==> src/verilog/core_pkg.sv <==
package core_pkg;

   typedef logic [31:0] word_t;

   // One-hot, all zero means illegal
   typedef struct packed {
      logic addi;
      logic add;
      logic beq;
      logic jal;
      logic lw;
      logic sw;
   } instructions;

   typedef struct packed {
      instructions instr;
      logic        illegal;
      logic [4:0]  rd;
      logic [4:0]  rs1;
      logic [4:0]  rs2;
      word_t       imm;
   } dec_t;

   // Request is held until the grant pulse
   typedef struct packed {
      logic  req;
      logic  we;
      word_t addr;   // Byte address
      word_t wdata;
   } mem_req_t;

endpackage

==> src/verilog/lsu.sv <==
module lsu (
   input  logic               clk,
   input  logic               rst_n,
   input  logic               start,
   input  core_pkg::dec_t     dec,
   input  core_pkg::word_t    addr,
   input  core_pkg::word_t    store_data,
   input  logic               gnt,
   input  logic               rvalid,
   input  core_pkg::word_t    rdata,
   output core_pkg::mem_req_t req,
   output logic               done,
   output core_pkg::word_t    load_data
);

   logic            pending;    // Waiting for grant
   logic            wait_rsp;   // Granted, waiting for rvalid or the store slot
   logic            is_load;
   core_pkg::word_t addr_q;
   core_pkg::word_t data_q;

   always_ff @(posedge clk or negedge rst_n) begin
      if (!rst_n) begin
         pending  <= 1'b0;
         wait_rsp <= 1'b0;
         is_load  <= 1'b0;
      end else begin
         if (start) begin
            pending <= 1'b1;
            is_load <= dec.instr.lw;
         end else if (pending && gnt) begin
            pending <= 1'b0;
         end
         if (pending && gnt) begin
            wait_rsp <= 1'b1;
         end else if (done) begin
            wait_rsp <= 1'b0;
         end
      end
   end

   always_ff @(posedge clk) begin
      if (start) begin
         addr_q <= addr;
         data_q <= store_data;
      end
   end

   assign req.req   = pending;
   assign req.we    = !is_load;
   assign req.addr  = addr_q;
   assign req.wdata = data_q;

   assign done      = wait_rsp && (is_load ? rvalid : 1'b1);
   assign load_data = rdata;

   a_aligned : assert property (@(posedge clk) disable iff (!rst_n)
      req.req |-> req.addr[1:0] == 2'b00);

endmodule

==> config.mk <==
export PLATFORM = sky130hd
export DESIGN_NAME = lsu
export DESIGN_NICKNAME = d
export VERILOG_FILES = /design/src/verilog/core_pkg.sv /design/src/verilog/lsu.sv
export SDC_FILE = /design/constraint.sdc
export NUM_CORES = 1
export LEC_CHECK = 0
export BUFFER_PORTS_ARGS = -buffer_cell sky130_fd_sc_hd__buf_2
export CORE_MARGIN = 10
export CORE_UTILIZATION = 36
export DETAILED_ROUTE_END_ITERATION = 6
export HOLD_SLACK_MARGIN = 0.1
export PLACE_DENSITY = 0.84
export SLEW_MARGIN = 10
export SYNTH_ARGS = -nofsm -noshare
export SYNTH_HDL_FRONTEND = slang
export SYNTH_SLANG_ARGS = --single-unit
==> constraint.sdc <==
create_clock -name clk -period 1.1 [get_ports clk]
set_input_delay 0.055 -clock clk [delete_from_list [all_inputs] [get_ports clk]]
set_output_delay 0.055 -clock clk [all_outputs]
set_load 0.01 [all_outputs]
; ---- After elaboration in Yosys (flattened, before gate mapping)
; Cells that the tools add are included.
[totals]
reg_bits = 67
input_bits = 155
output_inout_bits = 99
word_cells = 15
[classes]
mux = 5
n_reduce_logical = 5
[ops]
columns = op, count
row1 = 2-to-1 mux 1 bit, 5
row2 = nonzero test 2 bit, 2
row3 = logical AND 1 bit, 2
row4 = logical NOT 1 bit, 1

; ---- Logic depth before layout (Yosys ltp)
; Gate-level depths: netlist (run 1).
[logic_depth]
ltp_word = 4
mapped_depth = 2
ltp_nobuf = 2

; ---- Least setup slack after synthesis (run 1)
; No wires, ideal clock.
[synth_path]
kind = register to output
startpoint = reg is_load
endpoint = out done
t_arrival_ns = 0.660
required_time_ns = 1.045
path_slack_ns = 0.385
path_stages_with_launch = 2
path_buffers = 0
cell_sequence = dfrtp_1 > a21boi_0
[synth_between]
elab_chain_len = 2
[synth_rtl]
columns = item, line
row1 = "start, declared", lsu.sv:18  ; logic is_load;
row2 = "start signal, assigned", lsu.sv:30  ; is_load <= dec.instr.lw;
row3 = 2-to-1 mux 1 bit, lsu.sv:54  ; assign done = wait_rsp && (is_load ? rvalid : 1'b1);
row4 = logical AND 1 bit, lsu.sv:54
row5 = "end, declared", lsu.sv:12  ; output logic done,
; No other way between the ends.

; ---- Worst setup path after layout (run 1)
; Ends and elaborated chain as after synthesis.

==> metrics.csv, run 1 <==
metric,value,unit
Post-Synthesis Cells,108,
I/O Pins,254,
slowest cell on the critical path,sky130_fd_sc_hd__dfrtp_1,
number of endpoints failing setup at the final stage,1,
fin crit period,1.11,ns
maximum clock skew at final layout,0.00224,ns
total half-perimeter wirelength after legalization and detailed placement,4660,um
TritonCTS Buffers,9,
H-Tree Level Count,3,
clock latency of the later-clocked register in the worst-skew pair,0.32,ns
number of antenna violations at the first check in global routing,1,
Worst Path Max Fanout,3,
share of cell area taken by muxes after synthesis,0,%
Post-DRT Antenna Nets,0,
maximum single-stage delay on the critical path,0.41,ns
Power Dens Cells,1570,nW/um^2
result of the run,finished with violations,
"Seq/Total Area, Yosys",87.2,%
Routability Congestion,0.685,
largest net degree at the start of global routing,43,
vias,1572,
Critical Setup Path Class,reg -> out,
detail-routed via count per cell,4.21,
"area fraction in and, or, nand and nor cells after synthesis",0.164,%
Final Hold Viols,0,
buffers plus inverters on the worst setup path,1,
share of the cycle needed by the critical path after routing,101,%
post-synth net total,263,
Critical Path Source Type,register,
maximum root-to-sink buffer count,2,
minimum setup slack in the final design,-0.0136,ns
xor-xnor portion of the synthesized cell area,0,%
instance area after placement,2860,sq um
required time at the worst-slack endpoint,1.04,ns
data arrival time of the critical path,1.06,ns
RSZ-0062 raised after global routing,yes,
failing checks,negative setup slack,
Worst Reg2Reg Path Length in Cells,1,
Port-buffer cells,136,
cell type group with the largest total delay on the critical path,flip-flops,
yosys warns,0,
"share of synthesized cell area in full adder, half adder and majority cells",0,%
WL per Instance,17.9,um
CP Cell Sequence,a21boi_1 -> buf_2,
logic depth of the worst setup path including buffers,2,
effective utilization at floorplan,37.8,%
number of violations reported at the end of detailed-routing iteration 0,46,
chip width,99.8,um
Site Rows,28,
Peak Freq,0.898,GHz
floorplan die area,9950,sq um
class of the worst hold path,in -> out,
Synth Area per Inst,21.2,sq um
first-pass iteration count of the detailed router,4,
Cells on Worst Hold Path,0,
via count of the first global-routing pass,1751,
overall power after layout,5900,uW
post-synthesis cell type with the largest combined area,sky130_fd_sc_hd__edfxtp_1,
Synth top area share,83.9,%
total wirelength of the detailed-routed design,6700,um
dominant combinational cell family by area after synthesis,buffers and inverters,
top area cells in the synthesized netlist,"sky130_fd_sc_hd__edfxtp_1 84%, sky130_fd_sc_hd__buf_4 11%, sky130_fd_sc_hd__dfrtp_1 3.3%",
"FF+latch count, synth",67,
type of element capturing the critical path,primary output,
Die Span Y,99.8,um
aggregate global routing overflow,0,
Peak supply drop,0.785,mV
Num Clock Sinks,67,
worst hold slack,0.110,ns
compound-cell area share of the yosys netlist,1.31,%
fraction of layout cells with a size suffix above 1,51.2,%
leakage dissipation,0.00164,uW
Fin Setup TNS,-0.0136,ns
Max-cap violations,0,
first-pass GRT wire length,10000,um
final standard cell area without fillers,3760,sq um
cell area after synthesis,2290,sq um
root cell of the clock tree,sky130_fd_sc_hd__clkbuf_8,
GRT Total Usage,13.2,%
clock edge transition at the registers on the reported setup and hold paths,0.07,ns
TritonCTS clock tree,done,
relative max-transition margin,85.4,%
slew of the pin with the lowest slew margin,0.219,ns
post-route DRC violation count,0,
total number of nets in the final design,448,
fill cell count,439,
"Area growth, synth to finish",64.0,%
number of unique standard cell types used by synthesis,9,
CORE AREA,6060,sq um
count of pins over their slew limit,0,
==> cells in the mapped netlist <==
cell / number
sky130_fd_sc_hd__a21boi_0: 1
sky130_fd_sc_hd__a21o_1: 1
sky130_fd_sc_hd__a32o_1: 1
sky130_fd_sc_hd__buf_4: 33
sky130_fd_sc_hd__dfrtp_1: 3
sky130_fd_sc_hd__edfxtp_1: 64
sky130_fd_sc_hd__inv_1: 3
sky130_fd_sc_hd__nand2_1: 1
sky130_fd_sc_hd__o21ai_1: 1
==> routing by layer <==
layer  wire length, um  track usage (%)  part of all wire [%]
met5                 0                0                     0
met4               164             6.84                   2.4
met3               802             6.57                    12
met2              3470             23.2                    52
met1              2260             12.1                    34
==> placed cells by master (no fill, tap or decap) <==
cell type | synthesis | layout
sky130_fd_sc_hd__diode_2 | 0 | 1
sky130_fd_sc_hd__buf_2 | 0 | 136
sky130_fd_sc_hd__a21o_1 | 1 | 1
sky130_fd_sc_hd__clkbuf_1 | 0 | 1
sky130_fd_sc_hd__buf_12 | 0 | 2
sky130_fd_sc_hd__edfxtp_1 | 64 | 64
sky130_fd_sc_hd__a21boi_1 | 0 | 1
sky130_fd_sc_hd__o21ai_1 | 1 | 1
sky130_fd_sc_hd__clkinv_4 | 0 | 1
sky130_fd_sc_hd__a32o_1 | 1 | 1
sky130_fd_sc_hd__clkinv_2 | 0 | 2
sky130_fd_sc_hd__inv_1 | 3 | 3
sky130_fd_sc_hd__dfrtp_1 | 3 | 3
sky130_fd_sc_hd__bufinv_16 | 0 | 2
sky130_fd_sc_hd__clkbuf_8 | 0 | 9
sky130_fd_sc_hd__dlygate4sd3_1 | 0 | 69
sky130_fd_sc_hd__nand2_1 | 1 | 1
==> metrics by stage <==
step                      instances  utilization (%)  setup WS, ns
after floorplan                 108                -         0.385
after global placement          288             47.1         0.347
after detailed placement        288             47.1         0.333
after CTS                       372             61.9        0.0148
after global routing            373             62.0       -0.0659
final                           373             62.0       -0.0136
==> cell type report <==
| cell class | count | area, sq um | share of cell area, % |
|---|---|---|---|
| Sequential cell | 67 | 2000 | 53.2 |
| Timing Repair Buffer | 207 | 1410 | 37.6 |
| Clock buffer | 10 | 128 | 3.40 |
| Tap cell | 75 | 93.8 | 2.50 |
| Clock inverter | 5 | 78.8 | 2.10 |
| Multi-Input combinational cell | 5 | 33.8 | 0.899 |
| Inverter | 3 | 11.3 | 0.300 |
| Antenna cell | 1 | 2.50 | 0.0666 |
==> state kept, by name, indices dropped and copies added, names as in the netlist <==
register / flops
wait_rsp: 1
addr_q: 32
data_q: 32
is_load: 1
pending: 1
==> final timing paths <==
check	startpoint	to	slack [ns]
worst max-delay path	is_load	done	-0.01
worst min-delay path	rdata[30]	load_data[30]	0.11
worst max register to register	is_load	wait_rsp	0.35
worst min register to register	pending	pending	0.52
max in group asynchronous	rst_n	wait_rsp	0.36
min in group asynchronous	rst_n	is_load	0.59
==> repair_timing <==
action,CTS,global route
hold buffers,69,0
gates resized for setup,1,0
hold endpoints to repair,70,0
endpoints found under the setup margin,1,1
setup buffers,0,0
==> cell families (layout without fill, tap and decap cells) <==
kind of cell,count (synthesis),after routing
flip-flops,67,67
other,0,1
AND/OR/NAND/NOR,1,1
buffers and inverters,36,225
AO/OA/AOI/OAI,4,4
==> report_power, final <==
group          internal, uW  total, uW  switching (uW)
Sequential             3020       3070            52.1
Clock                  1260       2110             851
Combinational           394        722             328
Note: power is estimated with default switching activity, not from simulation.
==> inputs of run 2 (changes only) <==
--- a/config.mk
+++ b/config.mk
@@ -10,7 +10,7 @@
 export CORE_UTILIZATION = 36
 export DETAILED_ROUTE_END_ITERATION = 6
 export HOLD_SLACK_MARGIN = 0.1
-export PLACE_DENSITY = 0.84
+export PLACE_DENSITY_LB_ADDON = 0.08
 export SLEW_MARGIN = 10
 export SYNTH_ARGS = -nofsm -noshare
 export SYNTH_HDL_FRONTEND = slang
==> run 2 against run 1 <==
Net effect: the run now ends clean; combinational power is 0.7% lower; via count is 1.4% higher; hold slack stayed put; cell area is 1.4% lower; clock skew is 0.00063 ns lower; die area stayed put; largest cell class unchanged; highest routed layer unchanged.
==> metrics.csv, run 2 (synthesis gave the netlist of run 1 again) <==
metric,value,unit,change
TritonCTS Buffers,9,,unchanged
effective utilization at floorplan,37.8,%,unchanged
internal power consumption,4190,uW,-10%
result of the run,completed,,
total wirelength of the detailed-routed design,6430,um,-3.9%
utilization after layout,61.1,%,-0.87 points
buffers plus inverters on the worst setup path,4,,+3
leakage dissipation,0.00162,uW,-1.4%
Power Dens Cells,1450,nW/um^2,-8.0%
RSZ-0062 raised after global routing,yes,,
data arrival time of the critical path,1.00,ns,-0.06 ns
proportion of power drawn by the clock network,29.3,%,-6.5 points
most frequent standard cell in the layout excluding fill and tap cells,sky130_fd_sc_hd__buf_2,,
Die Span Y,99.8,um,unchanged
total number of nets in the final design,449,,+0.22%
first-pass GRT wire length,9680,um,-3.4%
cell type group with the largest total delay on the critical path,buffers and inverters,,
NetSw,1170,uW,-5.2%
TritonCTS clock tree,done,,
total half-perimeter wirelength after legalization and detailed placement,4560,um,-2.2%
largest net degree at the start of global routing,37,,-14%
required time at the worst-slack endpoint,1.04,ns,about the same
floorplan die area,9950,sq um,unchanged
post-route DRC violation count,0,,unchanged
Peak Freq,0.949,GHz,+5.7%
fin crit period,1.05,ns,-0.0603 ns
slowest cell on the critical path,sky130_fd_sc_hd__dlygate4sd3_1,,
class of the worst hold path,in -> out,,
number of antenna violations at the first check in global routing,0,,-1
count of pins over their slew limit,0,,unchanged
maximum clock skew at final layout,0.00161,ns,-0.000627 ns
share of the cycle needed by the critical path after routing,95.8,%,-5.5 points
GRT Total Usage,12.6,%,-0.53 points
Site Rows,28,,unchanged
detail-routed via count per cell,4.27,,+1.4%
switching part of the total,21.8,%,+0.93 points
Final Hold Viols,0,,unchanged
maximum single-stage delay on the critical path,0.53,ns,+0.12 ns
H-Tree Level Count,3,,unchanged
critical path's most frequent cell,sky130_fd_sc_hd__buf_2,,
Critical Setup Path Class,in -> out,,
number of endpoints failing setup at the final stage,0,,-1
Post-DRT Antenna Nets,0,,unchanged
Critical Path Source Type,input pin,,
vias,1594,,+1.4%
root cell of the clock tree,sky130_fd_sc_hd__clkbuf_8,,
Worst Path Max Fanout,2,,-1
via count of the first global-routing pass,1868,,+6.7%
combinational group share of total power,13.4,%,+1.2 points
slew of the pin with the lowest slew margin,0.188,ns,-0.0310 ns
WL per Instance,17.2,um,-3.9%
"Area growth, synth to finish",61.7,%,
number of violations reported at the end of detailed-routing iteration 0,26,,-43%
clock latency of the later-clocked register in the worst-skew pair,0.32,ns,about the same
chip width,99.8,um,unchanged
I/O Pins,254,,unchanged
CP Cell Sequence,dlygate4sd3_1 -> buf_2 -> inv_1 -> a21boi_1 -> buf_2,,
Max-cap violations,0,,unchanged
fraction of layout cells with a size suffix above 1,50.3,%,-0.84 points
Routability Congestion,0.754,,+10%
Port-buffer cells,136,,unchanged
Seq pwr share,57.3,%,+5.3 points
number of antenna diodes,0,,-1
first-pass iteration count of the detailed router,6,,+2
Num Clock Sinks,67,,unchanged
maximum root-to-sink buffer count,2,,unchanged
type of element capturing the critical path,primary output,,
Peak supply drop,0.826,mV,+5.2%
aggregate global routing overflow,0,,unchanged
relative max-transition margin,87.5,%,+2.1 points
CORE AREA,6060,sq um,unchanged
"leading cell types in the layout, fill and taps excluded","136 x sky130_fd_sc_hd__buf_2, 69 x sky130_fd_sc_hd__dlygate4sd3_1, 64 x sky130_fd_sc_hd__edfxtp_1, 9 x sky130_fd_sc_hd__clkbuf_8",,
# placed instances,288,,unchanged
fin cells,373,,unchanged
registers with the most flip-flops,"addr_q (32), data_q (32)",,
[run 2: area by class of cell]
type | count | area (sq um)
Fill cell | 477 | 2360
Sequential cell | 67 | 2000
Timing Repair Buffer | 208 | 1420
Clock buffer | 10 | 128
Tap cell | 75 | 93.8
Multi-Input combinational cell | 5 | 33.8
Clock inverter | 5 | 21.3
Inverter | 3 | 11.3
[run 2: power groups by stage]
stage,combinational (uW),clock [uW],sequential (uW)
2_1_floorplan,142,0,3230
3_3_place_gp,516,0,3110
3_5_place_dp,527,0,3120
4_1_cts,719,1640,3070
5_1_grt,777,1770,3080
6_report,717,1570,3070
[run 2: timing repair]
item / in CTS / in global routing
hold endpoints to repair: 70 / 0
gates resized for setup: 0 / 1
setup endpoints to repair: 0 / 1
hold buffers: 69 / 0
buffers inserted: 0 / 1
[run 2: path summary, 6_finish.rpt]
kind | start | to | slack [ns] | depth (start not counted)
max in group asynchronous | rst_n | is_load | 0.34 | 3
min in group asynchronous | rst_n | pending | 0.61 | 3
worst max register to register | is_load | wait_rsp | 0.26 | 2
worst min register to register | wait_rsp | wait_rsp | 0.54 | 1
worst min-delay path | rdata[0] | load_data[0] | 0.11 | 0
worst max-delay path | rvalid | done | 0.05 | 5
[run 2: layer usage]
metal	global-route usage, %	share of wire [%]	vias to the layer above
met3	8.86	15	21
met5	0	0	-
li1	-	-	732
met2	20.7	49	114
met1	11.4	34	727
met4	6.73	2.2	0
[run 2: worst register-to-register path: cells and delay by family, from the launching register on]
family / cells / cell delay [ns]
AOI/OAI and AO/OA: 1 / 0.20
buffers and inverters: 1 / 0.14
DFF: 1 / 0.40
[run 2: metrics by stage]
step	area (sq um)	power [uW]	setup TNS, ns	hold slack, ns	worst slack (ns)
detailed placement	2860	3650	0	-0.147	0.349
global placement	2860	3630	0	-0.150	0.365
CTS	3700	5430	0	0.110	0.00151
floorplan	2290	3380	0	-0.241	0.385
finish	3700	5360	0	0.110	0.0467
global route	3700	5630	-0.0352	0.110	-0.0352
